[config.mk]
export PLATFORM = sky130hd
export DESIGN_NAME = irq_encoder
export DESIGN_NICKNAME = d
export VERILOG_FILES = /design/src/source/bus_pkg.sv /design/src/source/irq_encoder.sv
export SDC_FILE = /design/constraint.sdc
export NUM_CORES = 1
export LEC_CHECK = 0
export ABC_CLOCK_PERIOD_IN_PS = 1770
export BUFFER_PORTS_ARGS = -buffer_cell sky130_fd_sc_hd__buf_2
export CAP_MARGIN = 10
export CORE_AREA = 10 10 47 49
export DETAILED_ROUTE_END_ITERATION = 16
export DIE_AREA = 0 0 57 59
export GPL_TIMING_DRIVEN = 1
export PLACE_DENSITY = 0.65
export SLEW_MARGIN = 20
export SYNTH_ARGS = -nofsm -noshare
export SYNTH_HDL_FRONTEND = slang
export SYNTH_SLANG_ARGS = --single-unit
export TNS_END_PERCENT = 10
[constraint.sdc]
create_clock -name vclk -period 1.77
set_clock_uncertainty 0.2 [all_clocks]
set_input_delay 0.0885 -clock vclk [all_inputs]
set_output_delay 0.0885 -clock vclk [all_outputs]
set_load 0.03 [all_outputs]
[src/source/bus_pkg.sv]
// Bus and interrupt types shared by the core region blocks.
// Covers the 32-bit load/store port, the 64-bit loader port and the irq vector.

`default_nettype none

package bus_pkg;

  // load/store port
  typedef logic [31:0] lsu_addr_t;
  typedef logic [31:0] lsu_data_t;
  typedef logic [3:0]  lsu_be_t;

  // wide RAM and loader port
  typedef logic [63:0] wide_data_t;
  typedef logic [7:0]  wide_be_t;

  // interrupts
  typedef logic [31:0] irq_vec_t;
  typedef logic [4:0]  irq_id_t;

  // which side answers the outstanding request
  typedef enum logic [0:0] {
    RESP_RAM = 1'b0,
    RESP_EXT = 1'b1
  } resp_src_e;

endpackage : bus_pkg

`default_nettype wire

[src/source/irq_encoder.sv]
// Encodes the interrupt lines into a request flag and the highest active index.

`timescale 1ns/1ps
`default_nettype none

module irq_encoder
  import bus_pkg::*;
(
  input  wire irq_vec_t irq_i,
  output logic          irq_req_o,
  output irq_id_t       irq_id_o
);

  assign irq_req_o = |irq_i;

  // later lines overwrite earlier ones, so the top index wins
  always_comb begin
    irq_id_o = '0;
    for (int i = 0; i < $bits(irq_vec_t); i++) begin
      if (irq_i[i]) begin
        irq_id_o = irq_id_t'(i);
      end
    end
  end

endmodule : irq_encoder

`default_nettype wire

==> out/results.ini, run 1 <==
[worst_setup_path]
crit_fanout=3
cp.buffers_inverters=2
critPathCaptureType=output port
cp-start-kind=input port
crit_type=in2out
worstPathArrival_ps=1430
cp_slowest_stage_delay_ps=530
cpLargestDelayFamily=simple AND/OR/NAND/NOR gates
cp.required_ps=1480
cp_common_cell=buf_2
worstPathCellList=buf_2 -> or4_4 -> or4_1 -> buf_2
cp_slowest_cell=or4_4

[die]
initial_core_util=0.262
coreArea_sq_um=1400
ioPinCount=38
die_x_um=57
dieArea_sq_um=3360
row_count=14
die_h_um=59

[place]
placed_area_sq_um=607
dp_cells=120
hpwlAfterDp_um=1480
dp_slack_ps=-9.48
place.gp.congestion=0.744
numPortBuffers=38

[power_and_ir_drop]
power.leakage_uw=0.000276
p_per_area_nw_per_um2=189
power_uw=119
ir_drop_mv=0.0912

[drt]
route.detailed.drc=0
dr.pass1.iters=3
detail-route-antenna-nets=0
wl_met1_um=646
vias=613
wl_met3_um=68
wl_met2_um=884
wl_per_cell_um=13.3
routed_wl_um=1600
vias_per_cell=5.11
highest_layer=met3
drtIter0Drc=7

[synthesis]
syn_area_per_cell_sq_um=5.91
netlist_area_sq_um=367
syn_nets=94
syn_inst=62
ys_warn_count=0
synth-seq-area-share=0
ys_types=25

[grt]
grt_pass1_wl_um=2530
first_global_vias=643
grt_usage=0.0841
antenna_found_initial=0
grt-ovfl-total=0
grt_start_max_net_pins=6

[cells_and_area]
layout-drive-gt1-share=0.471
multiInputGateArea_sq_um=365
antenna_cells=0
final_area_sq_um=631
regArea_sq_um=0
seq_cell_count=0
fillCellCount=160
nNetsFinal=138
area_growth_syn_to_layout_pct=72.0
fin_cells=120
nClkBuffers=0

[job]
cap_viol_max_count=0

[clocking]
post-cts-setup-buffer-count=0

[timing]
slew_headroom=0.736
layout_setup_ws_ps=52.1
finalHoldViolCount=0
rsz0062_at_grt=true
fin_crit_sh=0.971
slew_violations=0
finalCriticalPeriod_ps=1720
tns_ps=0
max_freq_ghz=0.582
setup_viol=0
tightest_slew_ps=393

[min_path]
holdCritPathClass=in2out

[run_status]
outcome=finished, final reports clean

==> where the power goes <==
part	internal [uW]	leakage (uW)	switching, uW	total [uW]
combinational	53.7	0.000276	65.3	119
clock	0	0	0	0
sequential	0	0	0	0
==> cell usage after synthesis <==
cell / n / area [sq um]
a21boi_0: 1 / 7.51
a21boi_1: 1 / 7.51
a21oi_1: 6 / 30.0
a221o_1: 2 / 20.0
a31o_1: 1 / 8.76
and3_1: 1 / 6.26
inv_1: 6 / 22.5
nand2_1: 3 / 11.3
nand2b_1: 1 / 6.26
nand3_1: 1 / 5.00
nand3_2: 1 / 10.0
nor2_1: 14 / 52.6
nor3_1: 5 / 25.0
nor4_1: 3 / 18.8
nor4_2: 2 / 25.0
nor4_4: 1 / 21.3
o211ai_1: 1 / 7.51
o21ai_0: 2 / 10.0
o21ai_1: 2 / 10.0
o21bai_1: 1 / 7.51
o221ai_1: 1 / 8.76
o311ai_0: 1 / 8.76
o31ai_1: 1 / 7.51
or3_1: 1 / 6.26
or4_1: 3 / 22.5
==> cells by family after synthesis <==
family                 after synthesis  share of synthesized area
buffers and inverters                6                     0.0614
AO/OA/AOI/OAI                       20                      0.365
AND/OR/NAND/NOR                     36                      0.573
==> tightest hold or removal path, stage by stage <==
cell     delay [ps]
buf_2           100
nor4_1           50
o21ai_1          50
buf_2           200
==> final cells by class <==
type                            instances  area share
Multi-Input combinational cell         56       0.579
Inverter                                6      0.0357
Tap cell                               16      0.0317
Timing Repair Buffer                   42       0.353
==> cell usage in the layout, fill, tap and decap left out, drive strengths merged <==
cell and count:
and3 1, buf 42, nor2 14, nor3 5, o21ai 4, or3 1
o211ai 1, a31o 1, inv 6, a221o 2, o21bai 1, nand2 3
nand3 2, o311ai 1, nor4 6, o221ai 1, or4 3, o31ai 1
nand2b 1, a21boi 2, a21oi 6
==> repair_timing <==
item,CTS,global route
endpoints found under the setup margin,1,3
gates resized for setup,0,6
hold buffers,0,0
pin swaps,1,1
==> metrics by stage <==
step                       util  hold slack, ps
after floorplan               -             150
after global placement    0.433             377
after detailed placement  0.433             377
after CTS                 0.433             377
after global routing      0.450             403
final                     0.450             380
==> routing by layer <==
metal | vias to the layer above | track usage
li1 | 330 | -
met1 | 271 | 0.0932
met2 | 12 | 0.167
met3 | 0 | 0.0172
met4 | 0 | 0
met5 | - | 0
==> final timing paths <==
path,to,slack [ps],start,cells past startpoint
worst max-delay path,irq_req_o,50,irq_i[12],4
worst min-delay path,irq_id_o[2],380,irq_i[30],4
Note: power is estimated with default switching activity, not from simulation.
==> run 2: changes to the inputs <==
Settings changed: RECOVER_POWER from default to 100.
==> out/results.ini, run 2 (synthesis results as in run 1) <==
[drt]
vias=612
detail-route-antenna-nets=0
vias_per_cell=5.10
drtIter0Drc=7
route.detailed.drc=0
routed_wl_um=1600
wl_per_cell_um=13.3
dr.pass1.iters=3

[worst_setup_path]
worstSetupEndpoint=irq_req_o
crit_path_start=irq_i[12]
crit_fanout=3
crit_type=in2out
worstPathArrival_ps=1430
cp.required_ps=1480
cp-start-kind=input port
critPathCaptureType=output port

[cells_and_area]
nNetsFinal=138
final_area_sq_um=629
seq_cell_count=0
fin_cells=120
final_cell_mix=buf_2 (35), nor2_1 (14), inv_1 (6)
antenna_cells=0
regArea_sq_um=0
area_growth_syn_to_layout_pct=71.7
nClkBuffers=0
final_common_cell=buf_2
layout-drive-gt1-share=0.462

[timing]
fin_crit_sh=0.971
tightest_slew_ps=392
setup_viol=0
finalCriticalPeriod_ps=1720
rsz0062_at_grt=true
finalHoldViolCount=0
slew_violations=0
max_freq_ghz=0.582
slew_headroom=0.736

[power_and_ir_drop]
p_clk_frac=0
p_per_area_nw_per_um2=189
ir_drop_mv=0.0912
p_int_uw=53.4
p_sw_uw=65.4
swShare=0.551
seq_power_share=0
power.leakage_uw=0.000276
pwr-share-comb=1.000

[min_path]
holdCritPathClass=in2out

[die]
coreArea_sq_um=1400
initial_core_util=0.262
die_h_um=59
die_x_um=57
dieArea_sq_um=3360
row_count=14
ioPinCount=38

[grt]
first_global_vias=643
grt_usage=0.0841
antenna_found_initial=0
grt_start_max_net_pins=6
grt-ovfl-total=0
grt_pass1_wl_um=2530

[clocking]
post-cts-setup-buffer-count=0
ctsHoldBuffers=0

[run_status]
outcome=finished, final reports clean

[place]
place.gp.congestion=0.744
dp_cells=120
numPortBuffers=38
hpwlAfterDp_um=1480
placed_area_sq_um=607

[job]
cap_viol_max_count=0

-- run 2: critical path: stages --
cell   delay (ps)
buf_2         110
or4_4         530
or4_1         520
buf_2         190
-- run 2: metal layers --
layer  wire length (um)  GRT usage  up-vias
met5                  0          0        -
met4                  0          0        0
li1                   -          -      329
met1                646     0.0932      271
met3                 68     0.0172        0
met2                884      0.167       12
-- run 2: final cells by class --
type / instances / area [sq um]
inverter: 6 / 22.5
tap: 16 / 20.0
multi-input combinational: 56 / 365
timing repair buffer: 42 / 221
fill: 160 / 772
-- run 2: how the worst min path moves through the flow --
stage | end | start | cells after the start
6_report | irq_id_o[2] | irq_i[30] | 4
5_1_grt | irq_id_o[2] | irq_i[30] | 4
4_1_cts | irq_id_o[2] | irq_i[30] | 4
3_5_place_dp | irq_id_o[2] | irq_i[30] | 4
2_1_floorplan | irq_id_o[4] | irq_i[23] | 2
3_3_place_gp | irq_id_o[2] | irq_i[30] | 4
-- run 2: power by group through the flow --
stage               Combinational, uW  Sequential [uW]  Clock (uW)
CTS                               114                0           0
global route                      131                0           0
global placement                  111                0           0
floorplan                        42.6                0           0
finish                            119                0           0
detailed placement                113                0           0
-- run 2: through the flow --
stage               setup WS, ps  hold WS [ps]   util  TNS [ps]  total power (uW)
floorplan                   18.8           150      -         0              42.6
global placement           -9.12           377  0.433     -9.12               111
detailed placement         -9.48           377  0.433     -9.48               113
CTS                         1.27           377  0.433         0               114
global route               -35.4           403  0.449     -35.4               131
finish                      52.2           380  0.449         0               119
-- run 2: timing repair --
action	in CTS	in global routing
endpoints found under the setup margin	1	3
gates resized for setup	0	6
pin swaps	1	1
