**src/source/bus_pkg.sv**
```systemverilog
// Bus and interrupt types shared by the core region blocks.
// Covers the 32-bit load/store port, the 64-bit loader port and the irq vector.

`default_nettype none

package bus_pkg;

  // load/store port
  typedef logic [31:0] lsu_addr_t;
  typedef logic [31:0] lsu_data_t;
  typedef logic [3:0]  lsu_be_t;

  // wide RAM and loader port
  typedef logic [63:0] wide_data_t;
  typedef logic [7:0]  wide_be_t;

  // interrupts
  typedef logic [31:0] irq_vec_t;
  typedef logic [4:0]  irq_id_t;

  // which side answers the outstanding request
  typedef enum logic [0:0] {
    RESP_RAM = 1'b0,
    RESP_EXT = 1'b1
  } resp_src_e;

endpackage : bus_pkg

`default_nettype wire

```
**src/source/region_pkg.sv**
```systemverilog
// Memory map and data RAM geometry of the core region.
// Imported by the router, the RAM arbiter, the RAM and the top level.

`default_nettype none

package region_pkg;

  // upper address bits that mark the local data window
  localparam logic [11:0] LOCAL_REGION_TAG = 12'h001;

  // lowest bit of the region tag in a byte address
  localparam int REGION_TAG_LSB = 20;

  // data RAM size in bytes
  localparam int DATA_RAM_BYTES = 4096;

  // one RAM word is 64 bits wide
  localparam int RAM_WORD_BYTES = 8;

  // word address width into the RAM
  localparam int RAM_ADDR_W = $clog2(DATA_RAM_BYTES / RAM_WORD_BYTES);

  typedef logic [RAM_ADDR_W-1:0] ram_addr_t;

endpackage : region_pkg

`default_nettype wire
```
**src/source/lsu_router.sv**
```systemverilog
// Address decoder and response router for the load/store port.
// Local-window requests go to the RAM arbiter, all others to the external bus.

`timescale 1ns/1ps
`default_nettype none

module lsu_router
  import region_pkg::*;
  import bus_pkg::*;
(
  input  wire logic      clk,
  input  wire logic      rst_n,
  input  wire logic      lsu_req_i,
  input  wire logic      lsu_we_i,
  input  wire lsu_addr_t lsu_addr_i,
  input  wire lsu_be_t   lsu_be_i,
  input  wire lsu_data_t lsu_wdata_i,
  output logic           lsu_gnt_o,
  output logic           lsu_rvalid_o,
  output lsu_data_t      lsu_rdata_o,
  output logic           ext_req_o,
  output logic           ext_we_o,
  output lsu_addr_t      ext_addr_o,
  output lsu_be_t        ext_be_o,
  output lsu_data_t      ext_wdata_o,
  input  wire logic      ext_gnt_i,
  input  wire logic      ext_rvalid_i,
  input  wire lsu_data_t ext_rdata_i,
  output logic           ram_req_o,
  output logic           ram_we_o,
  output lsu_addr_t      ram_addr_o,
  output lsu_be_t        ram_be_o,
  output lsu_data_t      ram_wdata_o,
  input  wire logic      ram_gnt_i,
  input  wire logic      ram_rvalid_i,
  input  wire lsu_data_t ram_rdata_i
);

  logic      is_local;
  resp_src_e resp_src_q;

  assign is_local = (lsu_addr_i[31:REGION_TAG_LSB] == LOCAL_REGION_TAG);

  // request fields fan out to both sides and only one req is raised
  assign ram_req_o   = lsu_req_i & is_local;
  assign ram_we_o    = lsu_we_i;
  assign ram_addr_o  = lsu_addr_i;
  assign ram_be_o    = lsu_be_i;
  assign ram_wdata_o = lsu_wdata_i;

  assign ext_req_o   = lsu_req_i & ~is_local;
  assign ext_we_o    = lsu_we_i;
  assign ext_addr_o  = lsu_addr_i;
  assign ext_be_o    = lsu_be_i;
  assign ext_wdata_o = lsu_wdata_i;

  assign lsu_gnt_o = lsu_req_i & (is_local ? ram_gnt_i : ext_gnt_i);

  // remember where the granted request went
  always_ff @(posedge clk, negedge rst_n) begin
    if (!rst_n) begin
      resp_src_q <= RESP_RAM;
    end else if (lsu_gnt_o) begin
      resp_src_q <= is_local ? RESP_RAM : RESP_EXT;
    end
  end

  assign lsu_rdata_o  = (resp_src_q == RESP_EXT) ? ext_rdata_i : ram_rdata_i;
  assign lsu_rvalid_o = ram_rvalid_i | ext_rvalid_i;

  // one request outstanding, so both sides never answer at once
  a_single_resp : assert property (
    @(posedge clk) disable iff (!rst_n) !(ram_rvalid_i && ext_rvalid_i)
  );

endmodule : lsu_router

`default_nettype wire

```
**config.mk**
```make
export PLATFORM = sky130hd
export DESIGN_NAME = lsu_router
export DESIGN_NICKNAME = d
export VERILOG_FILES = /design/src/source/bus_pkg.sv /design/src/source/region_pkg.sv /design/src/source/lsu_router.sv
export SDC_FILE = /design/constraint.sdc
export NUM_CORES = 1
export LEC_CHECK = 0
export BUFFER_PORTS_ARGS = -buffer_cell sky130_fd_sc_hd__buf_4
export CAP_MARGIN = 30
export CORE_AREA = 2 2 122 124
export DETAILED_ROUTE_END_ITERATION = 10
export DIE_AREA = 0 0 124 126
export SETUP_SLACK_MARGIN = 0.05
export SLEW_MARGIN = 20
export SYNTH_ARGS = -nofsm -noshare
export SYNTH_HDL_FRONTEND = slang
export SYNTH_SLANG_ARGS = --single-unit
```
**constraint.sdc**
```tcl
create_clock -name clk -period 2.9 [get_ports clk]
set_clock_uncertainty 0.15 [all_clocks]
set_input_delay 0.58 -clock clk [delete_from_list [all_inputs] [get_ports clk]]
set_output_delay 0.58 -clock clk [all_outputs]
set_load 0.005 [all_outputs]
```
==> results of run 1 <==
## per-layer routing
metal	wire (um)	vias up	part of all wire	track usage
met2	2260	156	0.54	0.0973
met1	1010	454	0.24	0.0284
li1	-	471	-	-
met5	0	-	0	0
met4	160	0	0.038	0.0205
met3	754	24	0.18	0.00951
## layout make-up
type | count | area, um^2 | area share
inverters | 1 | 3.75 | 0.00209
multi-input cells | 44 | 458 | 0.255
flip-flops and latches | 1 | 25.0 | 0.0139
well taps | 184 | 230 | 0.128
repair buffers | 144 | 1080 | 0.601
## logic make-up (layout without fill, tap and decap cells)
logic type / Yosys count / after routing / synth area share
AOI/OAI and AO/OA: 2 / 2 / 0.00888
DFF: 1 / 1 / 0.0161
and+or+nand+nor: 9 / 9 / 0.0476
muxes: 33 / 33 / 0.239
buffers and inverters: 143 / 145 / 0.688
## metrics by stage
stage	power, mW	area [um^2]	worst slack (ps)
final	0.206	1800	611
after global routing	0.223	1800	532
after CTS	0.209	1800	600
after detailed placement	0.208	1800	595
after global placement	0.206	1800	610
after floorplan	0.199	1550	985
## power by group
part           switching (mW)  internal [mW]  total [mW]
Combinational          0.0545          0.138       0.192
Clock                       0              0           0
Sequential         0.00000325         0.0142      0.0142
## path summary, 6_finish.rpt
kind	start	endpoint	slack (ps)	cells after the start
max	lsu_addr_i[21]	ext_req_o	610	5
min	rst_n	resp_src_q	210	1
max reg2reg	resp_src_q	resp_src_q	1720	4
min reg2reg	resp_src_q	resp_src_q	610	3
max in group asynchronous	rst_n	resp_src_q	2310	1
min in group clk	resp_src_q	resp_src_q	610	3
## worst max-delay path, cell delays in order
cell and delay (ps):
buf_4 130, nor4b_2 320, nand3_1 190, and2_1 210, buf_4 130
## synthesized netlist by cell type, drive strengths merged
cell	n	area (um^2)
mux2	32	360
and4	1	8.76
nand3	1	5.00
mux2i	1	10.0
nor4	2	25.0
a21oi	1	5.00
nand2	2	7.51
dfrtp	1	25.0
inv	1	3.75
or2	1	6.26
a2bb2oi	1	8.76
and2	1	6.26
buf	142	1060
nor4b	1	15.0
==> results.yml, run 1 <==
status:
  outcome: "completed"
sta:
  rsz0062_at_grt: "no"
  maxSlewViolCount: 0
  relSlewSlack: 0.813
  finalHoldViolations: 0
  finalCriticalPeriod_ps: 2290
  final.period_utilization: 0.789
  setup_tns_ps: 0
  finalSetupViolCount: 0
  worst_pin_slew_ps: 280
  holdWs_ps: 206
  max_freq_ghz: 0.437
critical_path:
  critical_path.endpoint_type: "output pin"
  cp_max_fo: 3
  critPathKind: "in -> out"
  critPathLaunchType: "input pin"
  cp.required_ps: 2170
  crit_arrival_ps: 1560
final_layout:
  nets: 332
  fillerInstances: 1633
  area_growth_pct: 16.0
  fin_cells: 374
  final_layout_size_suffix_gt1_frac: 0.947
  insertedDiodeCount: 0
  largest_reg_flops: 1
  regMostFlops: "resp_src_q"
  fin_util: 0.126
  largestRegisters: "resp_src_q x1"
  final_common_cell: "buf_4"
  final_cell_mix: "buf_4 (144), mux2_2 (32), nor4_2 (2), nand2_1 (2)"
floorplanning:
  die_w_um: 124
  fp-row-count: 44
  die_h_um: 126
  initial_core_util: 0.108
  core_area_um2: 14300
  io_pins: 314
  die-area_um2: 15600
detailed_routing:
  first_iter_violations: 7
  via_per_inst: 2.95
  drc_errors: 0
  firstDrtPassIters: 2
  ant_nets: 0
  wl_per_cell_um: 11.2
  vias: 1105
  routed_wl_mm: 4.19
clocking:
  clk_latency_ps: 0
  cts_resized: 0
  clkTransAtPathRegs_ps: 0
  ctsHoldBuffers: 0
  cts_setup_buffers: 0
pwr:
  ir_drop_mv: 0.0264
  pwr_density_cell_nw_per_um2: 115
  p_leak_nw: 0.878
global_routing:
  grt_pass1_vias: 1071
  grt_usage: 0.0424
  antenna_found_initial: 0
  grt_pass1_wl_mm: 5.17
  overflow: 0
  grt_max_degree: 23
yosys:
  ys_ff_latch: 1
  syn_nets: 328
  yosysUniqueCellTypes: 15
  yosysWarnings: 0
  syn_avg_cell_area_um2: 8.25
  synth_area_um2: 1550
  ys_seq_area_frac: 0.0161
  syn_inst: 188
worst_hold_path:
  hp-class: "in -> async"
place:
  place_congestion: 0.677
  placedCellCount: 374
  place.port_buffers: 142
  dp_hpwl_mm: 3.76
run:
  drv_cap: 0
Power figures use the tool's default switching activity.
==> run 2: changes to the inputs <==
--- a/config.mk
+++ b/config.mk
@@ -5,11 +5,12 @@
 export SDC_FILE = /design/constraint.sdc
 export NUM_CORES = 1
 export LEC_CHECK = 0
+export ABC_AREA = 1
 export BUFFER_PORTS_ARGS = -buffer_cell sky130_fd_sc_hd__buf_4
 export CAP_MARGIN = 30
-export CORE_AREA = 2 2 122 124
+export CORE_AREA = 2 2 123 125
 export DETAILED_ROUTE_END_ITERATION = 10
-export DIE_AREA = 0 0 124 126
+export DIE_AREA = 0 0 125 127
 export SETUP_SLACK_MARGIN = 0.05
 export SLEW_MARGIN = 20
 export SYNTH_ARGS = -nofsm -noshare
==> constraint.sdc (replaced) <==
create_clock -name clk -period 2.07 [get_ports clk]
set_clock_uncertainty 0.15 [all_clocks]
set_input_delay 0.414 -clock clk [delete_from_list [all_inputs] [get_ports clk]]
set_output_delay 0.414 -clock clk [all_outputs]
set_load 0.005 [all_outputs]
==> run 2 against run 1 <==
Compared with the run above: power grew 49%; highest routed layer unchanged; sequential cell count did not move; hold slack got worse by 160 ps; largest cell class unchanged; setup slack got worse by 360 ps; combinational power rose by 50%; core utilization up 0.68 points.
==> results.yml, run 2 <==
status:
  outcome: "completed"
sta:
  setup_tns_ps: 0
  finalWorstSetupSlack_ps: 250
  final.period_utilization: 0.879
  finalSetupViolCount: 0
  relSlewSlack: 0.881
  worst_pin_slew_ps: 179
  finalCriticalPeriod_ps: 1820
  holdWs_ps: 45.8
  finalHoldViolations: 0
  rsz0062_at_grt: "no"
  max_freq_ghz: 0.549
  maxSlewViolCount: 0
yosys:
  ys_seq_area_frac: 0.0148
  syn_inst: 196
  ys_ff_latch: 1
  async_flop_share: 1.00
  syn_nets: 336
  yosys.area.top_type_share: 0.613
  ys.flop_type: "dfrtp_1"
  ys_top_cells_by_area: "buf_4 (61%), mux2_4 (26%), buf_12 (3.6%)"
  yosysUniqueCellTypes: 14
  synth_area_um2: 1690
  yosysWarnings: 0
  synth_largest_area_cell: "buf_4"
  yosysMostFrequentCell: "buf_4"
  synth.top_cells.by_count: "buf_4 (138), mux2_4 (29), nor2_1 (8)"
  synth_edf_count: 0
  syn_avg_cell_area_um2: 8.62
critical_path:
  crit_slowest_cell: "nor2_2"
  cp_max_fo: 3
  critical_path.endpoint_type: "output pin"
  reg2reg_from: "resp_src_q"
  cp_common_cell: "nand2_1"
  rrSetupSlack_ps: 1030
  cp.required_ps: 1510
  crit_arrival_ps: 1260
  critPathKind: "in -> out"
  reg2reg_depth: 3
  path_cells: "buf_4 -> nor2_1 -> nand2_1 -> nor2_2 -> nand2_1 -> nand3_1 -> nand2_1 -> buf_4"
  critPathLaunchType: "input pin"
  crit_path_max_incr_delay_ps: 140
  worst_r2r_endpoint: "resp_src_q"
floorplanning:
  die_w_um: 125
  fp-row-count: 44
  core_area_um2: 14400
  die-area_um2: 15900
  io_pins: 314
  die_h_um: 127
  initial_core_util: 0.117
global_routing:
  antenna_found_initial: 0
  grt_pass1_wl_mm: 5.66
  grt_usage: 0.0431
  grt_pass1_vias: 1053
  overflow: 0
  grt_max_degree: 24
detailed_routing:
  drc_errors: 0
  via_per_inst: 2.81
  wl_per_cell_um: 10.8
  firstDrtPassIters: 3
  first_iter_violations: 17
  routed_wl_mm: 4.14
  ant_nets: 0
  vias: 1075
final_layout:
  multi_input_area_um2: 553
  largest_reg_flops: 1
  largestRegisters: "resp_src_q x1"
  final_layout_size_suffix_gt1_frac: 0.904
  nets: 340
  final_common_cell: "buf_4"
  regArea_um2: 26.3
  fillerInstances: 1655
  regMostFlops: "resp_src_q"
  finalInstanceArea_um2: 1910
  area_growth_pct: 13.0
  fin_cells: 382
  fin_util: 0.132
  insertedDiodeCount: 0
  final_cell_mix: "buf_4 (143), mux2_4 (29), nor2_1 (7)"
pwr:
  pwr_density_cell_nw_per_um2: 161
  total_power_mw: 0.308
  p_leak_nw: 1.05
  ir_drop_mv: 0.0472
place:
  dp_hpwl_mm: 3.69
  place_congestion: 0.730
  place.port_buffers: 142
  placedCellCount: 382
  placedInstanceArea_um2: 1910
  place_ws_ps: 211
clocking:
  clkTransAtPathRegs_ps: 0
  clk_latency_ps: 0
worst_hold_path:
  hp-class: "in -> async"
run:
  drv_cap: 0
[run 2: cell types whose count changed after synthesis, sizes merged]
cell / before / now
a2bb2oi: 1 / 0
and4: 1 / 0
inv: 1 / 2
mux2i: 1 / 0
nand2: 2 / 6
nand4: 0 / 1
nor2: 0 / 8
nor4: 2 / 0
nor4b: 1 / 0
[run 2: cells by family after synthesis]
family,after synthesis,synth area share
AOI/OAI and AO/OA,1,0.00296
buffers and inverters,144,0.660
DFF,1,0.0148
muxes,32,0.278
and+or+nand+nor,18,0.0452
[run 2: worst max-delay path: cells and delay by family]
family,cells,cell delay (ps)
buf+inv,2,250
simple gates,6,580
[run 2: how the worst max path moves through the flow]
| stage | from | endpoint | slack, ps | cells past startpoint |
|---|---|---|---|---|
| floorplan | resp_src_q | lsu_rdata_o[0] | 580 | 3 |
| global placement | lsu_addr_i[27] | lsu_gnt_o | 210 | 8 |
| detailed placement | lsu_addr_i[27] | lsu_gnt_o | 210 | 8 |
| CTS | lsu_addr_i[27] | lsu_gnt_o | 210 | 8 |
| global route | lsu_addr_i[25] | lsu_gnt_o | 110 | 8 |
| finish | lsu_addr_i[27] | lsu_gnt_o | 250 | 8 |
[run 2: area by class of cell]
cell class,instances,share of cell area
inverters,2,0.00393
multi-input cells,51,0.289
flip-flops and latches,1,0.0138
well taps,184,0.120
repair buffers,144,0.572
[run 2: power breakdown]
| group | total, mW | internal [mW] | switching (mW) |
|---|---|---|---|
| Clock | 0 | 0 | 0 |
| Combinational | 0.288 | 0.210 | 0.0778 |
| Sequential | 0.0199 | 0.0199 | 0.00000627 |
| Total | 0.308 | 0.230 | 0.0778 |
[run 2: per-layer routing]
layer | vias to the layer above | track usage | part of all wire
met1 | 440 | 0.0421 | 0.31
met2 | 140 | 0.0732 | 0.46
met3 | 10 | 0.0322 | 0.21
met4 | 0 | 0.0105 | 0.017
met5 | - | 0 | 0
li1 | 485 | - | -
[run 2: repair_timing]
item / CTS / global route
endpoints found under the setup margin: 0 / 1
buffers inserted: 0 / 0
resized for setup: 0 / 1
hold buffers: 0 / 0
