==> src/source/bus_pkg.sv <==
// Bus and interrupt types shared by the core region blocks.
// Covers the 32-bit load/store port, the 64-bit loader port and the irq vector.

`default_nettype none

package bus_pkg;

  // load/store port
  typedef logic [31:0] lsu_addr_t;
  typedef logic [31:0] lsu_data_t;
  typedef logic [3:0]  lsu_be_t;

  // wide RAM and loader port
  typedef logic [63:0] wide_data_t;
  typedef logic [7:0]  wide_be_t;

  // interrupts
  typedef logic [31:0] irq_vec_t;
  typedef logic [4:0]  irq_id_t;

  // which side answers the outstanding request
  typedef enum logic [0:0] {
    RESP_RAM = 1'b0,
    RESP_EXT = 1'b1
  } resp_src_e;

endpackage : bus_pkg

`default_nettype wire

==> src/source/region_pkg.sv <==
// Memory map and data RAM geometry of the core region.
// Imported by the router, the RAM arbiter, the RAM and the top level.

`default_nettype none

package region_pkg;

  // upper address bits that mark the local data window
  localparam logic [11:0] LOCAL_REGION_TAG = 12'h001;

  // lowest bit of the region tag in a byte address
  localparam int REGION_TAG_LSB = 20;

  // data RAM size in bytes
  localparam int DATA_RAM_BYTES = 4096;

  // one RAM word is 64 bits wide
  localparam int RAM_WORD_BYTES = 8;

  // word address width into the RAM
  localparam int RAM_ADDR_W = $clog2(DATA_RAM_BYTES / RAM_WORD_BYTES);

  typedef logic [RAM_ADDR_W-1:0] ram_addr_t;

endpackage : region_pkg

`default_nettype wire
==> src/source/ram_port_arbiter.sv <==
// Shares the 64-bit data RAM between the loader port and the 32-bit core port.
// The loader has fixed priority; core accesses are steered into one half.

`timescale 1ns/1ps
`default_nettype none

module ram_port_arbiter
  import region_pkg::*;
  import bus_pkg::*;
(
  input  wire logic       clk,
  input  wire logic       rst_n,
  input  wire logic       load_req_i,
  input  wire logic       load_we_i,
  input  wire ram_addr_t  load_addr_i,
  input  wire wide_be_t   load_be_i,
  input  wire wide_data_t load_wdata_i,
  output wide_data_t      load_rdata_o,
  input  wire logic       core_req_i,
  input  wire logic       core_we_i,
  input  wire lsu_addr_t  core_addr_i,
  input  wire lsu_be_t    core_be_i,
  input  wire lsu_data_t  core_wdata_i,
  output logic            core_gnt_o,
  output logic            core_rvalid_o,
  output lsu_data_t       core_rdata_o,
  output logic            mem_en_o,
  output logic            mem_we_o,
  output ram_addr_t       mem_addr_o,
  output wide_be_t        mem_be_o,
  output wide_data_t      mem_wdata_o,
  input  wire wide_data_t mem_rdata_i
);

  logic      upper_half;
  logic      half_q;
  logic      core_rvalid_q;
  ram_addr_t core_word_addr;
  wide_be_t  core_wide_be;

  assign upper_half     = core_addr_i[2];
  assign core_word_addr =
    core_addr_i[RAM_ADDR_W + $clog2(RAM_WORD_BYTES) - 1 : $clog2(RAM_WORD_BYTES)];
  assign core_wide_be   = upper_half ? {core_be_i, 4'b0000} : {4'b0000, core_be_i};

  // loader always wins the port
  assign core_gnt_o = core_req_i & ~load_req_i;

  assign mem_en_o    = load_req_i | core_req_i;
  assign mem_we_o    = load_req_i ? load_we_i    : core_we_i;
  assign mem_addr_o  = load_req_i ? load_addr_i  : core_word_addr;
  assign mem_be_o    = load_req_i ? load_be_i    : core_wide_be;
  // byte enables pick the half, so the word goes to both
  assign mem_wdata_o = load_req_i ? load_wdata_i : {core_wdata_i, core_wdata_i};

  always_ff @(posedge clk, negedge rst_n) begin
    if (!rst_n) begin
      core_rvalid_q <= 1'b0;
    end else begin
      core_rvalid_q <= core_gnt_o;
    end
  end

  always_ff @(posedge clk) begin
    if (core_gnt_o) begin
      half_q <= upper_half;
    end
  end

  assign core_rvalid_o = core_rvalid_q;
  assign core_rdata_o  = half_q ? mem_rdata_i[63:32] : mem_rdata_i[31:0];
  assign load_rdata_o  = mem_rdata_i;

  // a core request held off by the loader stays up with the same address
  a_core_hold : assert property (
    @(posedge clk) disable iff (!rst_n)
      core_req_i && !core_gnt_o |=> core_req_i && $stable(core_addr_i)
  );

endmodule : ram_port_arbiter

`default_nettype wire

==> config.mk <==
export PLATFORM = sky130hd
export DESIGN_NAME = ram_port_arbiter
export DESIGN_NICKNAME = d
export VERILOG_FILES = /design/src/source/bus_pkg.sv /design/src/source/region_pkg.sv /design/src/source/ram_port_arbiter.sv
export SDC_FILE = /design/constraint.sdc
export NUM_CORES = 1
export LEC_CHECK = 0
export BUFFER_PORTS_ARGS = -buffer_cell sky130_fd_sc_hd__buf_2
export CORE_AREA = 2 2 154 156
export DETAILED_ROUTE_END_ITERATION = 8
export DIE_AREA = 0 0 156 158
export PLACE_DENSITY = 0.43
export REMOVE_ABC_BUFFERS = 1
export SLEW_MARGIN = 10
export SYNTH_ARGS = -nofsm -noshare
export SYNTH_HDL_FRONTEND = slang
export SYNTH_SLANG_ARGS = --single-unit
==> constraint.sdc <==
create_clock -name clk -period 2.5 [get_ports clk]
set_clock_uncertainty 0.1 [all_clocks]
set_input_delay 0.5 -clock clk [delete_from_list [all_inputs] [get_ports clk]]
set_output_delay 0.5 -clock clk [all_outputs]
set_load 0.02 [all_outputs]
==> results of run 1 <==
layout make-up:
cell class	instances	area, um^2
diodes	1	2.50
repair buffers	381	1960
flip-flops and latches	2	55.1
well taps	290	363
fillers	2643	19200
multi-input cells	214	1390
clock buffers	4	78.8
kinds of logic (layout without fill, tap and decap cells):
family | count (synthesis) | count (layout) | share of synthesized area [%]
AND/OR/NAND/NOR | 164 | 164 | 34.0
buffers and inverters | 81 | 385 | 30.2
multiplexers | 42 | 42 | 29.7
AO/OA/AOI/OAI | 8 | 8 | 3.39
flip-flops | 2 | 2 | 2.66
other | 0 | 1 | 0
state kept, by name, summed over array words and instances, names as in the netlist:
| name | cells |
|---|---|
| half_q | 1 |
| core_rvalid_o | 1 |
report_power, final:
| group | switching (uW) | leakage, uW | internal, uW |
|---|---|---|---|
| logic | 527 | 0.00240 | 383 |
| registers | 1.44 | 0.0000223 | 37.1 |
| clock network | 41.9 | 0.0000382 | 210 |
| total | 570 | 0.00246 | 630 |
through the flow:
step                      hold WS [ns]  instances  setup slack [ns]  total power, uW
after floorplan                  0.104        216            0.0929              444
after global placement           0.182        886             0.349              958
final                            0.417        892             0.363             1200
after detailed placement         0.186        886             0.333              957
after CTS                        0.435        891             0.340             1210
after global routing             0.428        892             0.278             1280
synthesized netlist by cell type:
cell type and number:
buf_2 1, nand2b_1 32, clkbuf_2 1, mux2_2 4
mux2_4 38, edfxtp_1 1, nand2_1 128, clkbuf_1 2
a22o_1 8, or2_1 1, buf_4 69, nor2_1 1
dfrtp_1 1, buf_6 8, nor2b_1 2
routing by layer:
metal	GRT usage, %	routed length [um]	vias up
li1	-	-	1478
met1	10.5	5010	1282
met2	17.2	6320	223
met3	2.08	1170	20
met4	2.18	331	4
met5	0	26	-
path summary, 6_finish.rpt:
path | endpoint | cells after the start | startpoint
min | half_q | 1 | core_addr_i[2]
min in group asynchronous | core_rvalid_o | 2 | rst_n
max in group asynchronous | core_rvalid_o | 2 | rst_n
max | mem_addr_o[8] | 4 | load_req_i
==> metrics.cfg, run 1 <==
[critical_path]
critPathMaxFanout = 46
end_kind = output pin
worstPathArrival_ns = 1.54
start_kind = primary input
crit_family = buffers and inverters
cpPeakStageDelay_ns = 0.36
criticalPathCategory = in -> out
crit_chain = buf_4 -> buf_12 -> mux2_2 -> buf_2
cpMaxStageDelayCell = mux2_2
cp_num_buf_inv = 3
cp.required_ns = 1.90

[sta]
drv_slew = 0
setup_tns_ns = 0
finalHoldViolCount = 0
final.min_clock_period_ns = 2.14
relSlewSlack_pct = 79.2
worstMarginPinSlew_ns = 0.311
rsz0062_at_grt = no
final-setup-viol-count = 0
finalCritPeriodShare_pct = 85.5
max_freq_ghz = 0.468

[synth]
synth_cells = 297
ys_ff_latch = 2
ys_types = 15
yosysTopAreaCell = mux2_4
synth.area.top_cells = mux2_4, buf_4, nand2_1
synth_area_mm2 = 0.00207
syn_area_per_cell_um2 = 6.97
synth_top_area_share_pct = 27.6
yosys_warnings = 0
synth_seq_area_share_pct = 2.66

[clocking]
cts_buffers = 3
hold_buffers = 1
root_buffer = clkbuf_16
clock-sinks = 2
cts.path.max_buffers = 2
htreeDepth = 1
cts_setup_buffers = 0
path_clk_slew_ns = 0.03
cts_resized = 0
cts_tree = done

[floorplanning]
num_rows = 56
die_area_mm2 = 0.0246
core_mm2 = 0.0231
die-width_um = 156
io_pins = 400
fp.dieH_um = 158
initial_utilization_pct = 8.98

[global_route]
grt_pass1_wl_mm = 16.6
gr-usage-all-layers_pct = 9.15
grt_max_degree = 53
antenna_found_initial = 6
grt_pass1_vias = 2724
overflow = 0

[layout]
mostFrequentLayoutCells = buf_2, nand2_1, mux2_4
syn_to_final_growth_pct = 85.9
drive_above_1_share_pct = 70.7
final_common_cell = buf_2
postLayoutCoreUtil_pct = 16.7
fin_area_mm2 = 0.00385
fin_nets = 821

[route]
viasPerCell = 3.37
drt_iter0_drc = 109
drc = 0
first_pass_iters = 4
drtAntennaViolNets = 0
vias = 3007
avgRoutedWirePerCell_um = 14.4
routed_wirelength_mm = 12.9

[placed_design]
finalWeightedCongestion = 0.734
hpwl_mm = 12.1
portBuffers = 377
postPlaceCellArea_mm2 = 0.00376

[outcome]
outcome = completed

[pwr]
peakVddDrop_mv = 0.253
powerDensity_mw_per_mm2 = 312
p_leak_uw = 0.00246

[min_path]
hold_class = in -> reg

[job]
drv_cap = 0

Note: power is estimated with default switching activity, not from simulation.
==> run 2, diff against run 1 <==
--- a/config.mk
+++ b/config.mk
@@ -6,9 +6,10 @@
 export NUM_CORES = 1
 export LEC_CHECK = 0
+export ABC_AREA = 1
 export BUFFER_PORTS_ARGS = -buffer_cell sky130_fd_sc_hd__buf_2
 export CORE_AREA = 2 2 154 156
 export DETAILED_ROUTE_END_ITERATION = 8
 export DIE_AREA = 0 0 156 158
-export PLACE_DENSITY = 0.43
+export PLACE_DENSITY = 0.42
 export REMOVE_ABC_BUFFERS = 1
 export SLEW_MARGIN = 10
==> constraint.sdc (replaced) <==
create_clock -name clk -period 2.5 [get_ports clk]
set_clock_uncertainty 0.1 [all_clocks]
set_input_delay 0.625 -clock clk [delete_from_list [all_inputs] [get_ports clk]]
set_output_delay 0.625 -clock clk [all_outputs]
set_load 0.02 [all_outputs]
==> metrics.cfg, run 2 <==
[critical_path]
critPathMaxFanout = 35  ; -24%
worstPathArrival_ns = 1.53  ; about the same
cp.required_ns = 1.77  ; -0.13 ns
criticalPathCategory = in -> out
end_kind = output pin
start_kind = primary input

[synth]
synth_top_area_share_pct = 48.4  ; +21 points
async_flop_share_pct = 50.0  ; unchanged
yosys_warnings = 0  ; unchanged
synth_edf_count = 1  ; unchanged
synth_most_common_cell = nand2_1
synth_cells = 402  ; +35%
synth.area.top_cells = nand2_1, buf_4, o21ai_0
synth_commonest_cells = nand2_1, buf_4, inv_1, o21ai_0, buf_2
yosysTopAreaCell = nand2_1
syn_area_per_cell_um2 = 4.69  ; -33%
synth_seq_area_share_pct = 2.92  ; +0.26 points
synth_area_mm2 = 0.00188  ; -8.9%
ys_ff_latch = 2  ; unchanged
synthFlopType = edfxtp_1
ys_types = 11  ; -4

[global_route]
overflow = 0  ; unchanged
grt_pass1_vias = 3025  ; +11%
grt_max_degree = 63  ; +19%
antenna_found_initial = 5  ; -1
gr-usage-all-layers_pct = 9.53  ; +0.38 points
grt_pass1_wl_mm = 17.4  ; +4.6%

[clocking]
htreeDepth = 1  ; unchanged
cts.path.max_buffers = 2  ; unchanged
cts_resized = 0  ; unchanged
root_buffer = clkbuf_16
clock-sinks = 2  ; unchanged
cts_tree = done
hold_buffers = 0  ; -1
path_clk_slew_ns = 0.03  ; about the same
cts_buffers = 3  ; unchanged
cts_setup_buffers = 0  ; unchanged

[sta]
finalHoldViolCount = 0  ; unchanged
relSlewSlack_pct = 77.0  ; -2.3 points
worstMarginPinSlew_ns = 0.344  ; +0.0333 ns
finalCritPeriodShare_pct = 90.1  ; +4.6 points
setup_tns_ns = 0  ; unchanged
rsz0062_at_grt = no
final-setup-viol-count = 0  ; unchanged
drv_slew = 0  ; unchanged
worst_hold_slack_ns = 0.0792  ; -0.338 ns
max_freq_ghz = 0.444  ; -5.1%
final.min_clock_period_ns = 2.25  ; +0.114 ns

[floorplanning]
io_pins = 400  ; unchanged
die_area_mm2 = 0.0246  ; unchanged
fp.dieH_um = 158  ; unchanged
initial_utilization_pct = 8.17  ; -0.80 points
num_rows = 56  ; unchanged
die-width_um = 156  ; unchanged
core_mm2 = 0.0231  ; unchanged

[route]
viasPerCell = 3.43  ; +1.8%
routed_wirelength_mm = 13.3  ; +3.7%
first_pass_iters = 4  ; unchanged
avgRoutedWirePerCell_um = 13.4  ; -7.2%
drc = 0  ; unchanged
vias = 3421  ; +14%
drtAntennaViolNets = 0  ; unchanged
drt_iter0_drc = 91  ; -17%

[placed_design]
portBuffers = 377  ; unchanged
finalWeightedCongestion = 0.751  ; +2.4%
hpwl_mm = 12.1  ; +0.36%
postPlaceCellArea_mm2 = 0.00364  ; -3.0%

[layout]
drive_above_1_share_pct = 55.1  ; -16 points
postLayoutCoreUtil_pct = 16.2  ; -0.54 points
syn_to_final_growth_pct = 97.6
fin_nets = 926  ; +13%
fin_area_mm2 = 0.00372  ; -3.2%
mostFrequentLayoutCells = buf_2, nand2_1, inv_1
final_common_cell = buf_2

[pwr]
peakVddDrop_mv = 0.165  ; -34%
powerDensity_mw_per_mm2 = 312  ; about the same
p_leak_uw = 0.00258  ; +4.8%
finalPower_uw = 1160  ; -3.2%

[min_path]
hold_class = in -> async

[job]
drv_cap = 0  ; unchanged

[outcome]
outcome = completed

run 2: cell types whose count changed after synthesis, sizes merged:
cell,previous run,this run
nand2b,32,0
mux2,42,0
o21ai,0,32
clkbuf,3,5
nand3,0,4
nor2,1,2
nor2b,2,0
or2,1,0
a22o,8,0
nand2,128,243
buf,78,80
inv,0,34
run 2: cell type report:
type / instances / area (um^2)
Multi-Input combinational cell: 281 / 1100
Tap cell: 290 / 363
Fill cell: 2756 / 19300
Inverter: 34 / 128
Antenna cell: 1 / 2.50
Clock buffer: 4 / 78.8
Timing Repair Buffer: 385 / 2000
Sequential cell: 2 / 55.1
run 2: metrics by stage:
step / setup WS, ns / std cells
finish: 0.249 / 997
global route: 0.190 / 996
CTS: 0.243 / 996
detailed placement: 0.246 / 992
global placement: 0.248 / 992
floorplan: 0.149 / 317
run 2: worst max-delay path by stage:
stage	start	to	cells after the start
2_1_floorplan	half_q	core_rdata_o[0]	1
3_3_place_gp	load_req_i	mem_wdata_o[41]	6
3_5_place_dp	load_req_i	core_gnt_o	4
4_1_cts	load_req_i	mem_wdata_o[41]	6
5_1_grt	load_req_i	mem_be_o[2]	6
6_report	load_req_i	core_gnt_o	4
run 2: logic make-up after synthesis:
logic type | Yosys count | synth area share [%]
and+or+nand+nor | 249 | 49.9
buffers and inverters | 119 | 38.7
AOI/OAI and AO/OA | 32 | 8.50
DFF | 2 | 2.92
run 2: power by group:
part	switching, uW	internal [uW]
Combinational	551	320
Clock	41.9	210
Sequential	1.44	37.1
run 2: routing by layer:
layer / track usage (%) / wire, um / vias up
met5: 0 / 39 / -
met4: 0.786 / 63 / 6
met3: 2.85 / 1530 / 8
met2: 17.6 / 6330 / 245
met1: 11.3 / 5380 / 1424
li1: - / - / 1738
run 2: critical path: stages:
cell	delay, ns
buf_2	0.16
buf_12	0.18
nor2_1	0.31
buf_2	0.24
==> run 3, diff against run 2 <==
- MAX_ROUTING_LAYER: default -> met4
==> metrics.cfg, run 3 (same netlist as run 2, synthesis figures left out) <==
[floorplanning]
core_mm2 = 0.0231  ; unchanged
die_area_mm2 = 0.0246  ; unchanged
num_rows = 56  ; unchanged
initial_utilization_pct = 8.17  ; unchanged
fp.dieH_um = 158  ; unchanged
die-width_um = 156  ; unchanged
io_pins = 400  ; unchanged

[critical_path]
end_kind = output pin
worstPathArrival_ns = 1.50  ; -0.03 ns
critPathMaxFanout = 35  ; unchanged
cp.required_ns = 1.77  ; about the same
criticalPathCategory = in -> out
start_kind = primary input

[route]
drt_iter0_drc = 100  ; +9.9%
routed_wirelength_mm = 13.3  ; about the same
drc = 0  ; unchanged
vias = 3413  ; -0.23%
viasPerCell = 3.41  ; -0.53%
first_pass_iters = 4  ; unchanged
drtAntennaViolNets = 0  ; unchanged
avgRoutedWirePerCell_um = 13.3  ; -0.33%

[clocking]
htreeDepth = 1  ; unchanged
root_buffer = clkbuf_16
path_clk_slew_ns = 0.03  ; about the same
cts_setup_buffers = 0  ; unchanged
cts_tree = done
cts_buffers = 3  ; unchanged
cts_resized = 0  ; unchanged
cts.path.max_buffers = 2  ; unchanged
clock-sinks = 2  ; unchanged
hold_buffers = 0  ; unchanged

[placed_design]
dp_slack_ns = 0.246  ; unchanged
portBuffers = 377  ; unchanged
hpwl_mm = 12.1  ; unchanged
finalWeightedCongestion = 0.763  ; +1.6%

[layout]
final_common_cell = buf_2
drive_above_1_share_pct = 55.1  ; unchanged
syn_to_final_growth_pct = 98.0
mostFrequentLayoutCells = buf_2, nand2_1, inv_1
fin_nets = 926  ; unchanged
fill_cells = 2754  ; -0.073%
postLayoutCoreUtil_pct = 16.2  ; +0.033 points

[global_route]
grt_pass1_vias = 3024  ; -0.033%
grt_pass1_wl_mm = 17.4  ; about the same
overflow = 0  ; unchanged
antenna_found_initial = 5  ; unchanged
grt_max_degree = 63  ; unchanged
gr-usage-all-layers_pct = 9.80  ; +0.27 points

[sta]
max_freq_ghz = 0.450  ; +1.4%
drv_slew = 0  ; unchanged
worstMarginPinSlew_ns = 0.310  ; -0.0342 ns
rsz0062_at_grt = no
finalHoldViolCount = 0  ; unchanged
final-setup-viol-count = 0  ; unchanged
finalCritPeriodShare_pct = 88.8  ; -1.2 points
setup_tns_ns = 0  ; unchanged
timing.final.ws_setup_ns = 0.279  ; +0.0303 ns
final.min_clock_period_ns = 2.22  ; -0.0303 ns
relSlewSlack_pct = 79.2  ; +2.3 points

[outcome]
outcome = completed

[pwr]
p_sw_share_pct = 51.2  ; about the same
internal-power_uw = 567  ; about the same
switchingPower_uw = 596  ; +0.17%
p_leak_uw = 0.00258  ; about the same
powerDensity_mw_per_mm2 = 312  ; -0.12%
peakVddDrop_mv = 0.165  ; -0.11%
seq_power_share_pct = 3.3  ; about the same
pwr-share-clk_pct = 21.6  ; about the same
comb_power_share_pct = 75.0  ; about the same

[job]
drv_cap = 0  ; unchanged

[min_path]
hold_class = in -> async

==> run 3: worst max path at each step <==
stage	startpoint	endpoint	slack, ns
2_1_floorplan	half_q	core_rdata_o[0]	0.15
3_3_place_gp	load_req_i	mem_wdata_o[41]	0.25
3_5_place_dp	load_req_i	core_gnt_o	0.25
4_1_cts	load_req_i	mem_wdata_o[41]	0.24
5_1_grt	load_req_i	mem_be_o[2]	0.19
6_report	load_req_i	core_gnt_o	0.28
==> run 3: power by group through the flow <==
stage | logic (uW) | registers [uW] | clock network [uW]
final | 873 | 38.5 | 252
after global routing | 949 | 38.9 | 259
after CTS | 888 | 38.6 | 254
after detailed placement | 886 | 38.9 | 0
after global placement | 888 | 38.8 | 0
after floorplan | 338 | 49.7 | 0
==> run 3: cell type report <==
cell class,count,area [um^2],area share [%]
antenna,4,10.0,0.268
clock buffer,4,78.8,2.11
inverter,34,128,3.42
multi-input combinational,281,1100,29.5
sequential,2,55.1,1.48
tap,290,363,9.73
timing repair buffer,385,2000,53.5
==> run 3: critical path: stages <==
cell and delay, ns:
buf_2 0.16, buf_12 0.18, nor2_1 0.28, buf_2 0.23
==> run 3: layer usage <==
layer  vias up  wire, um  track usage, %
met5         -         0               -
met1      1421      5470            11.4
met3         2      1480            2.71
met4         0        56           0.786
li1       1743         -               -
met2       247      6320            17.6
==> run 3: metrics by stage <==
stage | std cells | power [uW] | hold WS (ns) | cell area, um^2
final | 1000 | 1160 | 0.0792 | 3730
after global routing | 1000 | 1250 | 0.0767 | 3730
after CTS | 996 | 1180 | 0.0772 | 3720
after detailed placement | 992 | 925 | 0.307 | 3640
after global placement | 992 | 926 | 0.302 | 3640
after floorplan | 317 | 388 | 0.229 | 1280
